[src/logic/cpu_pkg.sv]
package cpu_pkg;

    typedef logic [15:0] word_t;
    typedef logic [1:0]  reg_idx_t;

    // Instruction word layout.
    //   [15:12] opcode, [11:10] rs, [9:8] rt
    //   ALU_R:  [7:6] rd, [5:0] funct
    //   others: [7:0] imm, destination is rt
    //   JMP:    [11:0] target within the current 4K page
    typedef enum logic [3:0] {
        OP_BNE   = 4'd0,
        OP_BEQ   = 4'd1,
        OP_ADI   = 4'd4,
        OP_ORI   = 4'd5,
        OP_LHI   = 4'd6,
        OP_LWD   = 4'd7,
        OP_SWD   = 4'd8,
        OP_JMP   = 4'd9,
        OP_HLT   = 4'd11,
        OP_ALU_R = 4'd15
    } opcode_e;

    // ALU_R funct values 0 to 4 select the first five operations directly.
    typedef enum logic [2:0] {
        ALU_ADD  = 3'd0,
        ALU_SUB  = 3'd1,
        ALU_AND  = 3'd2,
        ALU_ORR  = 3'd3,
        ALU_NOT  = 3'd4,
        ALU_LHI  = 3'd5,
        ALU_PASS = 3'd6
    } alu_op_e;

    typedef enum logic [1:0] {
        SRC_REG      = 2'd0, // Read data 2.
        SRC_SIGN_IMM = 2'd1,
        SRC_ZERO_IMM = 2'd2
    } src_b_e;

    typedef struct packed {
        logic  valid;
        word_t pc;
        word_t instr;
    } if_id_t;

    typedef struct packed {
        logic     valid;
        word_t    pc;
        word_t    r_data1;
        word_t    r_data2;
        word_t    imm;        // Sign extended.
        opcode_e  opcode;
        reg_idx_t rd;
        alu_op_e  alu_op;
        src_b_e   src_b;
        logic     mem_read;
        logic     mem_write;
        logic     branch;
        logic     reg_write;
        logic     mem_to_reg;
    } id_ex_t;

    typedef struct packed {
        logic     valid;
        word_t    alu_result;
        word_t    store_data;
        reg_idx_t rd;
        logic     mem_read;
        logic     mem_write;
        logic     reg_write;
        logic     mem_to_reg;
        logic     halt;
    } ex_mem_t;

    typedef struct packed {
        logic     valid;
        reg_idx_t rd;
        word_t    wb_data;
        logic     reg_write;
        logic     halt;       // Sticky once HLT retires.
    } mem_wb_t;

endpackage

[src/logic/fetch_stage.sv]
`timescale 1ns/1ps

module fetch_stage import cpu_pkg::*; #(
    parameter word_t RESET_PC = '0
) (
    input  logic   Clk,
    input  logic   rst,
    input  logic   stall,
    input  logic   halt_fetch,
    input  logic   jump_taken,
    input  word_t  jump_target,
    input  logic   branch_taken,
    input  word_t  branch_target,
    output word_t  imem_addr,
    input  word_t  imem_data,
    output if_id_t if_id
);

    word_t  pc;
    word_t  pc_next;
    if_id_t if_id_next;

    assign imem_addr = pc;

    always_comb begin
        pc_next          = pc + 16'd1;
        if_id_next.valid = 1'b1;
        if_id_next.pc    = pc;
        if_id_next.instr = imem_data;

        if (branch_taken) begin
            pc_next          = branch_target; // Both younger slots are wrong path.
            if_id_next.valid = 1'b0;
        end else if (jump_taken) begin
            pc_next          = jump_target;
            if_id_next.valid = 1'b0;
        end else if (stall) begin
            pc_next    = pc;
            if_id_next = if_id;
        end else if (halt_fetch) begin
            pc_next          = pc;
            if_id_next.valid = 1'b0;
        end
    end

    always_ff @(posedge Clk) begin
        if (rst) begin
            pc <= RESET_PC;
        end else begin
            pc <= pc_next;
        end
    end

    always_ff @(posedge Clk) begin
        if_id <= if_id_next;
        if (rst) begin
            if_id.valid <= 1'b0;
        end
    end

endmodule

[src/logic/decode_stage.sv]
`timescale 1ns/1ps

module decode_stage import cpu_pkg::*; (
    input  logic    Clk,
    input  logic    rst,
    input  if_id_t  if_id,
    input  ex_mem_t ex_mem,
    input  mem_wb_t mem_wb,
    input  logic    branch_taken,
    output logic    stall,
    output logic    halt_fetch,
    output logic    jump_taken,
    output word_t   jump_target,
    output id_ex_t  id_ex
);

    word_t    rf [0:3];
    opcode_e  opcode;
    reg_idx_t rs;
    reg_idx_t rt;
    reg_idx_t rd_field;
    logic [5:0] funct;
    logic [7:0] imm8;

    alu_op_e  alu_op;
    src_b_e   src_b;
    reg_idx_t dest;
    logic     mem_read;
    logic     mem_write;
    logic     branch;
    logic     reg_write;
    logic     mem_to_reg;
    logic     uses_rs;
    logic     uses_rt;
    logic     is_jmp;
    logic     is_hlt;

    word_t    rdata1;
    word_t    rdata2;
    logic     busy_rs;
    logic     busy_rt;
    logic     halt_seen;
    id_ex_t   id_ex_next;

    assign opcode   = opcode_e'(if_id.instr[15:12]);
    assign rs       = if_id.instr[11:10];
    assign rt       = if_id.instr[9:8];
    assign rd_field = if_id.instr[7:6];
    assign funct    = if_id.instr[5:0];
    assign imm8     = if_id.instr[7:0];

    always_comb begin
        alu_op     = ALU_PASS;
        src_b      = SRC_REG;
        dest       = rt;
        mem_read   = 1'b0;
        mem_write  = 1'b0;
        branch     = 1'b0;
        reg_write  = 1'b0;
        mem_to_reg = 1'b0;
        uses_rs    = 1'b0;
        uses_rt    = 1'b0;
        is_jmp     = 1'b0;
        is_hlt     = 1'b0;

        case (opcode)
            OP_ALU_R: begin
                dest = rd_field;
                if (funct <= 6'd4) begin // Other funct codes fall through as no-ops.
                    alu_op    = alu_op_e'(funct[2:0]);
                    reg_write = 1'b1;
                    uses_rs   = 1'b1;
                    uses_rt   = (alu_op != ALU_NOT);
                end
            end
            OP_ADI: begin
                alu_op    = ALU_ADD;
                src_b     = SRC_SIGN_IMM;
                reg_write = 1'b1;
                uses_rs   = 1'b1;
            end
            OP_ORI: begin
                alu_op    = ALU_ORR;
                src_b     = SRC_ZERO_IMM;
                reg_write = 1'b1;
                uses_rs   = 1'b1;
            end
            OP_LHI: begin
                alu_op    = ALU_LHI;
                src_b     = SRC_ZERO_IMM;
                reg_write = 1'b1;
            end
            OP_LWD: begin
                alu_op     = ALU_ADD;
                src_b      = SRC_SIGN_IMM;
                mem_read   = 1'b1;
                reg_write  = 1'b1;
                mem_to_reg = 1'b1;
                uses_rs    = 1'b1;
            end
            OP_SWD: begin
                alu_op    = ALU_ADD;
                src_b     = SRC_SIGN_IMM;
                mem_write = 1'b1;
                uses_rs   = 1'b1;
                uses_rt   = 1'b1; // Store data.
            end
            OP_BNE, OP_BEQ: begin
                branch  = 1'b1;
                uses_rs = 1'b1;
                uses_rt = 1'b1;
            end
            OP_JMP: is_jmp = 1'b1;
            OP_HLT: is_hlt = 1'b1;
            default: ;
        endcase
    end

    // Register file reads see the value retiring this cycle.
    assign rdata1 = (mem_wb.valid && mem_wb.reg_write && mem_wb.rd == rs) ?
                    mem_wb.wb_data : rf[rs];
    assign rdata2 = (mem_wb.valid && mem_wb.reg_write && mem_wb.rd == rt) ?
                    mem_wb.wb_data : rf[rt];

    assign busy_rs = (id_ex.valid && id_ex.reg_write && id_ex.rd == rs) ||
                     (ex_mem.valid && ex_mem.reg_write && ex_mem.rd == rs);
    assign busy_rt = (id_ex.valid && id_ex.reg_write && id_ex.rd == rt) ||
                     (ex_mem.valid && ex_mem.reg_write && ex_mem.rd == rt);

    assign stall = if_id.valid && ((uses_rs && busy_rs) || (uses_rt && busy_rt));

    assign jump_taken  = if_id.valid && is_jmp && !branch_taken;
    assign jump_target = {if_id.pc[15:12], if_id.instr[11:0]};

    // A HLT behind a taken branch is wrong path and must not stop fetch.
    assign halt_fetch = halt_seen || (if_id.valid && is_hlt && !branch_taken);

    always_comb begin
        id_ex_next.valid      = if_id.valid && !stall && !branch_taken;
        id_ex_next.pc         = if_id.pc;
        id_ex_next.r_data1    = rdata1;
        id_ex_next.r_data2    = rdata2;
        id_ex_next.imm        = {{8{imm8[7]}}, imm8};
        id_ex_next.opcode     = opcode;
        id_ex_next.rd         = dest;
        id_ex_next.alu_op     = alu_op;
        id_ex_next.src_b      = src_b;
        id_ex_next.mem_read   = mem_read;
        id_ex_next.mem_write  = mem_write;
        id_ex_next.branch     = branch;
        id_ex_next.reg_write  = reg_write;
        id_ex_next.mem_to_reg = mem_to_reg;
    end

    always_ff @(posedge Clk) begin
        id_ex <= id_ex_next;
        if (rst) begin
            id_ex.valid <= 1'b0;
        end
    end

    always_ff @(posedge Clk) begin
        if (rst) begin
            halt_seen <= 1'b0;
        end else if (halt_fetch) begin
            halt_seen <= 1'b1;
        end
    end

    always_ff @(posedge Clk) begin
        if (rst) begin
            for (int i = 0; i < 4; i++) begin
                rf[i] <= '0;
            end
        end else if (mem_wb.valid && mem_wb.reg_write) begin
            rf[mem_wb.rd] <= mem_wb.wb_data;
        end
    end

endmodule

[src/logic/execute_stage.sv]
`timescale 1ns/1ps

module execute_stage import cpu_pkg::*; (
    input  logic    Clk,
    input  logic    rst,
    input  id_ex_t  id_ex,
    output logic    branch_taken,
    output word_t   branch_target,
    output ex_mem_t ex_mem
);

    word_t   operand_b;
    word_t   alu_result;
    logic    operands_equal;
    logic    branch_cond;
    ex_mem_t ex_mem_next;

    always_comb begin
        case (id_ex.src_b)
            SRC_REG:      operand_b = id_ex.r_data2;
            SRC_SIGN_IMM: operand_b = id_ex.imm;
            SRC_ZERO_IMM: operand_b = {8'h00, id_ex.imm[7:0]};
            default:      operand_b = id_ex.r_data2;
        endcase
    end

    always_comb begin
        case (id_ex.alu_op)
            ALU_ADD:  alu_result = id_ex.r_data1 + operand_b;
            ALU_SUB:  alu_result = id_ex.r_data1 - operand_b;
            ALU_AND:  alu_result = id_ex.r_data1 & operand_b;
            ALU_ORR:  alu_result = id_ex.r_data1 | operand_b;
            ALU_NOT:  alu_result = ~id_ex.r_data1;
            ALU_LHI:  alu_result = {operand_b[7:0], 8'h00};
            ALU_PASS: alu_result = operand_b;
            default:  alu_result = operand_b;
        endcase
    end

    assign operands_equal = (id_ex.r_data1 == id_ex.r_data2);

    // BEQ takes on equal, BNE on not equal.
    assign branch_cond   = (id_ex.opcode == OP_BEQ) ? operands_equal : !operands_equal;
    assign branch_taken  = id_ex.valid && id_ex.branch && branch_cond;
    assign branch_target = id_ex.pc + 16'd1 + id_ex.imm;

    always_comb begin
        ex_mem_next.valid      = id_ex.valid;
        ex_mem_next.alu_result = alu_result;
        ex_mem_next.store_data = id_ex.r_data2;
        ex_mem_next.rd         = id_ex.rd;
        ex_mem_next.mem_read   = id_ex.mem_read;
        ex_mem_next.mem_write  = id_ex.mem_write;
        ex_mem_next.reg_write  = id_ex.reg_write;
        ex_mem_next.mem_to_reg = id_ex.mem_to_reg;
        ex_mem_next.halt       = (id_ex.opcode == OP_HLT);
    end

    always_ff @(posedge Clk) begin
        ex_mem <= ex_mem_next;
        if (rst) begin
            ex_mem.valid <= 1'b0;
        end
    end

endmodule

[src/logic/memory_stage.sv]
`timescale 1ns/1ps

module memory_stage import cpu_pkg::*; (
    input  logic    Clk,
    input  logic    rst,
    input  ex_mem_t ex_mem,
    output word_t   dmem_addr,
    output word_t   dmem_wdata,
    output logic    dmem_write,
    output logic    dmem_read,
    input  word_t   dmem_rdata,
    output mem_wb_t mem_wb
);

    mem_wb_t mem_wb_next;

    assign dmem_addr  = ex_mem.alu_result;
    assign dmem_wdata = ex_mem.store_data;
    assign dmem_write = ex_mem.valid && ex_mem.mem_write;
    assign dmem_read  = ex_mem.valid && ex_mem.mem_read;

    always_comb begin
        mem_wb_next.valid     = ex_mem.valid;
        mem_wb_next.rd        = ex_mem.rd;
        mem_wb_next.wb_data   = ex_mem.mem_to_reg ? dmem_rdata : ex_mem.alu_result;
        mem_wb_next.reg_write = ex_mem.reg_write;
        mem_wb_next.halt      = mem_wb.halt || (ex_mem.valid && ex_mem.halt);
    end

    always_ff @(posedge Clk) begin
        mem_wb <= mem_wb_next;
        if (rst) begin
            mem_wb.valid <= 1'b0;
            mem_wb.halt  <= 1'b0;
        end
    end

endmodule

[src/logic/cpu_top.sv]
`timescale 1ns/1ps

module cpu_top import cpu_pkg::*; #(
    parameter word_t RESET_PC = '0
) (
    input  logic     Clk,
    input  logic     rst,
    output word_t    imem_addr,
    input  word_t    imem_data,
    output word_t    dmem_addr,
    output word_t    dmem_wdata,
    output logic     dmem_write,
    output logic     dmem_read,
    input  word_t    dmem_rdata,
    output logic     wb_valid,
    output reg_idx_t wb_reg,
    output word_t    wb_data,
    output logic     halted
);

    if_id_t  if_id;
    id_ex_t  id_ex;
    ex_mem_t ex_mem;
    mem_wb_t mem_wb;
    logic    stall;
    logic    halt_fetch;
    logic    jump_taken;
    word_t   jump_target;
    logic    branch_taken;
    word_t   branch_target;

    fetch_stage #(
        .RESET_PC(RESET_PC)
    ) fetch_i (
        .Clk(Clk),
        .rst(rst),
        .stall(stall),
        .halt_fetch(halt_fetch),
        .jump_taken(jump_taken),
        .jump_target(jump_target),
        .branch_taken(branch_taken),
        .branch_target(branch_target),
        .imem_addr(imem_addr),
        .imem_data(imem_data),
        .if_id(if_id)
    );

    decode_stage decode_i (
        .Clk(Clk),
        .rst(rst),
        .if_id(if_id),
        .ex_mem(ex_mem),
        .mem_wb(mem_wb),
        .branch_taken(branch_taken),
        .stall(stall),
        .halt_fetch(halt_fetch),
        .jump_taken(jump_taken),
        .jump_target(jump_target),
        .id_ex(id_ex)
    );

    execute_stage execute_i (
        .Clk(Clk),
        .rst(rst),
        .id_ex(id_ex),
        .branch_taken(branch_taken),
        .branch_target(branch_target),
        .ex_mem(ex_mem)
    );

    memory_stage memory_i (
        .Clk(Clk),
        .rst(rst),
        .ex_mem(ex_mem),
        .dmem_addr(dmem_addr),
        .dmem_wdata(dmem_wdata),
        .dmem_write(dmem_write),
        .dmem_read(dmem_read),
        .dmem_rdata(dmem_rdata),
        .mem_wb(mem_wb)
    );

    assign wb_valid = mem_wb.valid && mem_wb.reg_write; // Register file write strobe.
    assign wb_reg   = mem_wb.rd;
    assign wb_data  = mem_wb.wb_data;
    assign halted   = mem_wb.halt;

endmodule

[config.mk]
export PLATFORM = sky130hd
export DESIGN_NAME = cpu_top
export DESIGN_NICKNAME = d
export VERILOG_FILES = /design/src/logic/cpu_pkg.sv /design/src/logic/fetch_stage.sv /design/src/logic/decode_stage.sv /design/src/logic/execute_stage.sv /design/src/logic/memory_stage.sv /design/src/logic/cpu_top.sv
export SDC_FILE = /design/constraint.sdc
export NUM_CORES = 1
export LEC_CHECK = 0
export ABC_AREA = 0
export BUFFER_PORTS_ARGS = -buffer_cell sky130_fd_sc_hd__buf_4
export CORE_UTILIZATION = 40
export DETAILED_ROUTE_END_ITERATION = 7
export GPL_TIMING_DRIVEN = 0
export HOLD_SLACK_MARGIN = 0.05
export PLACE_DENSITY = 0.62
export SLEW_MARGIN = 20
export SYNTH_ARGS = -nofsm -noshare
export SYNTH_HDL_FRONTEND = slang
export SYNTH_HIERARCHICAL = 1
export SYNTH_SLANG_ARGS = --single-unit
[constraint.sdc]
create_clock -name Clk -period 4.5 [get_ports Clk]
set_input_delay 0.225 -clock Clk [delete_from_list [all_inputs] [get_ports Clk]]
set_output_delay 0.225 -clock Clk [all_outputs]
set_load 0.02 [all_outputs]
==> reports/metrics.csv, run 1 <==
stage,metric,value,unit
sta,hold_viol,0,
global_routing,grt_first_pass_wirelength,52700,µm
job,drv_cap,0,
logic_synthesis,ys.flop_type,dfxtp_1,
die,die_w,179,µm
sta,slew_headroom,32.7,%
global_routing,busiest_layer,met2,
detailed_routing,dr.pass1.iters,5,
global_routing,grt_pass1_vias,9108,
power,power_density,409,mW/mm²
logic_synthesis,syn_nets,1185,
die,initial_core_util,40.9,%
detailed_routing,drc_errors,0,
power,finalPower,6.19,mW
logic_synthesis,ys_ff_latch,247,
clocking,cts_tree,yes,
cells_and_area,ff_latch_area,0.00591,mm²
sta,fin_crit,4.33,ns
outcome,status,"complete, no violations",
sta,worst_slew_pin_slew,1.00,ns
global_routing,grt_start_max_net_pins,22,
placed_design,post-place-cells,1613,
critical_path,endpoint_kind,flip-flop,
power,peakVddDrop,0.330,mV
detailed_routing,wirelength,34400,µm
clocking,cts_buffers,27,
logic_synthesis,netlist_instances,1113,
logic_synthesis,synth_top_cells_by_count,"dfxtp_1 (151), edfxtp_1 (96), and2_1 (71)",
clocking,cts_root_buf,clkbuf_16,
detailed_routing,ant_nets,0,
global_routing,met1_usage,31.1,%
cells_and_area,nets,1354,
placed_design,port_buffers,103,
logic_synthesis,synth_edf_count,96,
logic_synthesis,netlist_area,0.0125,mm²
logic_synthesis,ys_types,80,
cells_and_area,fillCellCount,2756,
die,rows,64,
global_routing,grt-ovfl-total,0,
clocking,clk-insertion-delay-late,0.54,ns
sta,drv_slew,0,
placed_design,dpl.hpwl,25200,µm
sta,period_share,96.3,%
die,die_y,179,µm
clocking,cts_sinks,247,
sta,setup_viol,0,
hold_path,min_path_type,reg2reg,
logic_synthesis,synth_top_area_cell,dfxtp_1,
clocking,clk_path_buf_depth,3,
global_routing,grt_util_met3,2.91,%
clocking,cts_htree_levels,1,
die,core,0.0307,mm²
placed_design,gp_congestion,0.918,
sta,rsz0062_at_grt,yes,
sta,timing.hold.ws,0.334,ns
cells_and_area,utilization,49.3,%
power,power.leakage,6.07,nW
cells_and_area,multi_input_area,0.00584,mm²
logic_synthesis,synthArstFlopShare,0,%
detailed_routing,detailroute.via_count,9259,
detailed_routing,viasPerCell,5.45,
logic_synthesis,yosys_warnings,6,
die,ios,104,
logic_synthesis,yosysSeqAreaShare,47.1,%
cells_and_area,drive_gt1_share,26.2,%
cells_and_area,fin_cells,1700,
detailed_routing,routedWlPerCell,20.2,µm
logic_synthesis,synth_top_area_share,24.1,%
critical_path,crit_required,4.88,ns
global_routing,gr-usage-all-layers,21.7,%
critical_path,worstSetupPathType,reg2reg,
logic_synthesis,synth_most_common_cell,dfxtp_1,
sta,fin_worst_skew,0.0307,ns
global_routing,grtUsageMet2,34.6,%
die,dieArea,0.0320,mm²
global_routing,antenna_found_initial,1,
logic_synthesis,syn_area_per_cell,11.3,µm²
cells_and_area,area_growth,20.6,%
sta,fmax,231,MHz
critical_path,start_kind,flip-flop,
critical_path,crit_arrival,4.72,ns
detailed_routing,drt-initial-drc-count,742,
logic_synthesis,yosys-top-cells-area,"dfxtp_1 (24%), edfxtp_1 (23%), mux4_2 (5.8%)",
clocking,clk_pin_slew,0.06,ns
critical_path,worstPathMaxFanout,10,
==> final timing paths <==
| path | from | to | slack, ns | cells past startpoint |
|---|---|---|---|---|
| setup / recovery | decode_i/id_ex[5] | execute_i/ex_mem[38] | 0.17 | 21 |
| hold / removal | fetch_i/if_id[18] | decode_i/id_ex[66] | 0.33 | 0 |
| setup reg to reg | decode_i/id_ex[5] | execute_i/ex_mem[38] | 0.17 | 21 |
| hold reg to reg | fetch_i/if_id[18] | decode_i/id_ex[66] | 0.33 | 0 |
==> power by group <==
part / switching (mW) / internal, mW / leakage, nW / total (mW)
Clock: 0.872 / 1.32 / 0.442 / 2.19
Sequential: 0.206 / 2.50 / 2.28 / 2.70
Combinational: 0.673 / 0.619 / 3.34 / 1.29
Total: 1.75 / 4.44 / 6.07 / 6.19
==> metal layers <==
layer	wire [µm]	up-vias
met1	15900	4482
li1	-	4380
met3	2030	48
met4	608	2
met2	15800	347
met5	12	-
==> metrics by stage <==
stage	worst slack (ns)	setup TNS [ns]	instance area [µm²]
finish	0.167	0	15100
global route	-0.0728	-0.109	15100
CTS	0.0360	0	15100
detailed placement	-0.0911	-0.0911	13800
global placement	-0.233	-7.40	13800
floorplan	0.880	0	12500
==> area by class of cell <==
class / instances / area share [%]
flip-flops and latches: 247 / 39.1
well taps: 396 / 3.28
plain buffers: 105 / 4.65
clock buffers: 45 / 5.54
multi-input cells: 731 / 38.7
inverters: 30 / 0.745
clock inverters: 5 / 0.381
diodes: 1 / 0.0166
repair buffers: 140 / 7.63
==> placed cells by master (no fill, tap or decap), types with 27 or more instances in the layout <==
| cell type | netlist | routed |
|---|---|---|
| a21oi_1 | 53 | 53 |
| and2_1 | 71 | 71 |
| buf_4 | 60 | 166 |
| clkbuf_1 | 26 | 34 |
| clkbuf_16 | 0 | 27 |
| dfxtp_1 | 151 | 151 |
| dlygate4sd3_1 | 0 | 33 |
| edfxtp_1 | 96 | 96 |
| ha_1 | 36 | 36 |
| inv_1 | 30 | 30 |
| mux2_2 | 40 | 40 |
| mux4_2 | 32 | 32 |
| nand2_1 | 53 | 52 |
| nor2_1 | 44 | 43 |
| o21ai_0 | 64 | 63 |
| xnor2_1 | 41 | 41 |
| xor2_1 | 29 | 29 |
==> flip-flops by register name, summed over array words and instances (netlist names) <==
register            cells
fetch_i/imem_addr      16
memory_i/mem_wb        21
decode_i/rf            64
fetch_i/if_id          33
execute_i/ex_mem       40
decode_i/id_ex         72
decode_i/halt_seen      1
==> cell families after synthesis <==
family                   count (synthesis)  synth area share [%]
buffers and inverters                  135                  6.51
multiplexers                            99                  11.9
AND/OR/NAND/NOR                        279                  12.3
AO/OA/AOI/OAI                          245                  13.3
adder cells (fa/ha/maj)                 38                  3.91
XOR/XNOR                                70                  4.89
flip-flops                             247                  47.1
==> worst max-delay path, stage by stage, from the launching register on <==
cell and delay [ns]:
dfxtp_1 0.33, inv_1 0.05, ha_1 0.35, buf_6 0.19, buf_6 0.15, nand2_1 0.07
o21ai_2 0.10, inv_1 0.15, ha_1 0.21, and3_1 0.23, nand3_1 0.12, nor2_1 0.17
nor2_1 0.07, xor2_1 0.17, ha_1 0.37, inv_1 0.11, o21bai_1 0.10, a21o_1 0.19
a221oi_1 0.27, o21ai_1 0.19, xnor2_1 0.16, a221o_1 0.40
==> repair_timing <==
item,4_1_cts,5_1_grt
setup buffers,0,3
hold buffers,33,0
endpoints found under the setup margin,1,6
resized for setup,1,7
gates cloned,0,0
endpoints found under the hold margin,36,0
Note: power is estimated with default switching activity, not from simulation.
==> run 2: changes to the inputs <==
ABC_AREA = 1   (was 0)
CAP_MARGIN = 20   (was unset)
==> run 2 against run 1 <==
Global-route usage grew 1.6 points. Clock skew is 0.021 ns lower. Routed wire length increased by 12%. Sequential share of layout area fell by 1.3 points. Core utilization down 0.051 points. Clock-buffer cell count is 5 lower. Final cell count rose by 29%. Largest cell class unchanged. Largest power group unchanged.
==> reports/metrics.csv, run 2 <==
stage,metric,value,unit
outcome,status,"complete, no violations",
placed_design,placed_cell_area,0.0143,mm²
critical_path,r2r_cells,21,
cells_and_area,fillCellCount,3051,
logic_synthesis,synth_top_cells_by_count,"nand2_1 (278), nor2_1 (182), inv_1 (164)",
clocking,cts_buffers,28,
cells_and_area,largest-register,decode_i/id_ex,
logic_synthesis,yosys-top-cells-area,"dfxtp_1 (23%), edfxtp_1 (22%), nand2_1 (8.1%)",
die,dieArea,0.0331,mm²
logic_synthesis,ys_types,51,
logic_synthesis,synthArstFlopShare,0,%
global_routing,gr-usage-all-layers,23.3,%
power,peakVddDrop,0.374,mV
logic_synthesis,ys_ff_latch,247,
sta,fmax,276,MHz
global_routing,grt_start_max_net_pins,19,
die,die_w,182,µm
power,finalPower,6.66,mW
critical_path,critPathLaunch,decode_i/id_ex[5],
detailed_routing,dr.pass1.iters,6,
critical_path,crit_path_top_delay_cell,dfxtp_1,
critical_path,crit_arrival,4.02,ns
logic_synthesis,yosysSeqAreaShare,45.6,%
die,initial_core_util,40.8,%
sta,drv_slew,0,
global_routing,grt-ovfl-total,0,
cells_and_area,area_growth,20.6,%
critical_path,worstPathMaxFanout,8,
clocking,clk_pin_slew,0.06,ns
sta,period_share,80.6,%
placed_design,pre_cts_slack,0.859,ns
critical_path,path_cells,inv_1 > ha_1 > buf_6 > inv_4 > or2_0 > nand2_2 > ha_1 > nand3_1 > nor2_2 > nand2_1 > nor2_2 > nand2_1 > nand2_1 > xor2_1 > ha_1 > a21oi_1 > o21ai_0 > a21o_1 > or2_2 > nand3_1 > nand4_1,
sta,fin_crit,3.63,ns
cells_and_area,nets,1834,
detailed_routing,wirelength,38400,µm
cells_and_area,reg.largest.list,"decode_i/id_ex: 72 flops, decode_i/rf: 64 flops, execute_i/ex_mem: 40 flops",
sta,finalSetupTns,0,ns
global_routing,grt_pass1_vias,10731,
clocking,cts_setup_buffers,0,
detailed_routing,detailroute.via_count,11334,
clocking,cts_tree,yes,
hold_path,hold_end,execute_i/ex_mem[3],
die,die_y,182,µm
die,rows,65,
critical_path,endpoint_kind,flip-flop,
hold_path,hold_depth,0,
placed_design,gp_congestion,0.922,
sta,slew_headroom,49.2,%
critical_path,reg2reg_from,decode_i/id_ex[5],
sta,worst_slew_pin_slew,0.761,ns
die,core,0.0317,mm²
logic_synthesis,synth_top_area_cell,dfxtp_1,
sta,rsz0062_at_grt,no,
hold_path,min_path_type,reg2reg,
global_routing,antenna_found_initial,0,
cells_and_area,layout_common_cells,"nand2_1 (278), nor2_1 (182), buf_4 (169), inv_1 (164), o21ai_0 (161)",
clocking,clk-insertion-delay-late,0.54,ns
logic_synthesis,yosys_warnings,6,
logic_synthesis,synth_edf_count,96,
job,drv_cap,0,
critical_path,crit_required,4.90,ns
die,ios,104,
logic_synthesis,ys.flop_type,dfxtp_1,
logic_synthesis,netlist_instances,1594,
placed_design,port_buffers,103,
logic_synthesis,netlist_area,0.0129,mm²
critical_path,rrSetupSlack,0.87,ns
detailed_routing,drc_errors,0,
critical_path,r2r_end,execute_i/ex_mem[34],
logic_synthesis,synth_most_common_cell,nand2_1,
cells_and_area,drive_gt1_share,18.8,%
logic_synthesis,syn_nets,1666,
logic_synthesis,synth_top_area_share,23.4,%
clocking,clk_path_buf_depth,3,
sta,hold_viol,0,
placed_design,post-place-cells,2101,
clocking,cts_root_buf,clkbuf_16,
detailed_routing,drt-initial-drc-count,973,
power,power.leakage,7.06,nW
clocking,cts_htree_levels,1,
cells_and_area,final_common_cell,nand2_1,
sta,setup_viol,0,
global_routing,grt_first_pass_wirelength,60000,µm
cells_and_area,n_antenna_cell,0,
sta,finalWorstSetupSlack,0.875,ns
clocking,post_cts_resized,0,
critical_path,crit_family,simple AND/OR/NAND/NOR gates,
critical_path,worst-path-buf-inv,3,
cells_and_area,final_area,0.0156,mm²
placed_design,dpl.hpwl,29200,µm
clocking,cts_sinks,247,
detailed_routing,ant_nets,0,
hold_path,hp-start,decode_i/id_ex[3],
cells_and_area,fin_cells,2185,
cells_and_area,largest_reg_flops,72,
sta,fin_worst_skew,0.0101,ns
critical_path,start_kind,flip-flop,
critical_path,worstSetupPathType,reg2reg,
logic_synthesis,syn_area_per_cell,8.12,µm²
critical_path,critPathMaxStageDelay,0.34,ns
detailed_routing,routedWlPerCell,17.6,µm
power,power_density,427,mW/mm²
detailed_routing,viasPerCell,5.19,
run 2: cell types whose count changed in the layout (fill, tap and decap cells not counted), sizes merged, moves of 33 or more:
cell,change
inv,+147
nor2,+156
o21ai,+134
xnor2,-33
nand2,+243
mux2,-50
a21oi,+54
nand3,+63
and2,-69
run 2: worst reg2reg max path: cells and delay by family (launching register included):
family / cells / cell delay (ns)
simple gates: 11 / 1.45
compound gates: 3 / 0.50
flops: 1 / 0.34
xor+xnor: 1 / 0.17
fa+ha+maj: 3 / 0.79
buf+inv: 3 / 0.25
run 2: cell type report:
cell class	count	area (µm²)	share of cell area (%)
inverters	179	677	4.34
repair buffers	138	1150	7.34
well taps	402	503	3.22
plain buffers	109	744	4.77
clock buffers	40	861	5.51
multi-input cells	1059	5630	36.1
clock inverters	11	141	0.906
flip-flops and latches	247	5910	37.8
run 2: worst max-delay path by stage:
stage | end | slack (ns) | depth (start not counted)
2_1_floorplan | execute_i/ex_mem[34] | 1.34 | 21
3_3_place_gp | fetch_i/if_id[10] | 0.44 | 12
3_5_place_dp | execute_i/ex_mem[34] | 0.86 | 21
4_1_cts | execute_i/ex_mem[34] | 0.85 | 21
5_1_grt | execute_i/ex_mem[34] | 0.45 | 21
6_report | execute_i/ex_mem[34] | 0.87 | 21
run 2: kinds of logic after synthesis:
kind of cell | Yosys count | share of synthesized area (%)
simple gates | 618 | 20.8
buf+inv | 288 | 11.0
flops | 247 | 45.6
fa+ha+maj | 38 | 3.79
compound gates | 356 | 15.6
xor+xnor | 47 | 3.18
run 2: through the flow:
step           utilization, %  hold WS [ns]
6_report                 49.2         0.324
2_1_floorplan               -         0.294
3_5_place_dp             45.0         0.312
3_3_place_gp             44.8         0.314
4_1_cts                  49.2         0.323
5_1_grt                  49.2         0.326
run 2: timing repair:
item / 4_1_cts / 5_1_grt
setup endpoints to repair: 0 / 0
endpoints found under the hold margin: 36 / 0
hold buffers: 33 / 0
run 2: metal layers:
layer  global-route usage (%)  up-vias  routed length, µm
met1                     32.5     5283              17900
met3                     2.55       57               2260
met2                     38.2      417              17400
li1                         -     5577                  -
met4                     6.49        0                963
met5                        0        -                  0
run 2: power by group:
part	internal [mW]	total, mW	switching [mW]
Combinational	0.586	1.52	0.934
Clock	1.50	2.41	0.915
Sequential	2.52	2.72	0.200
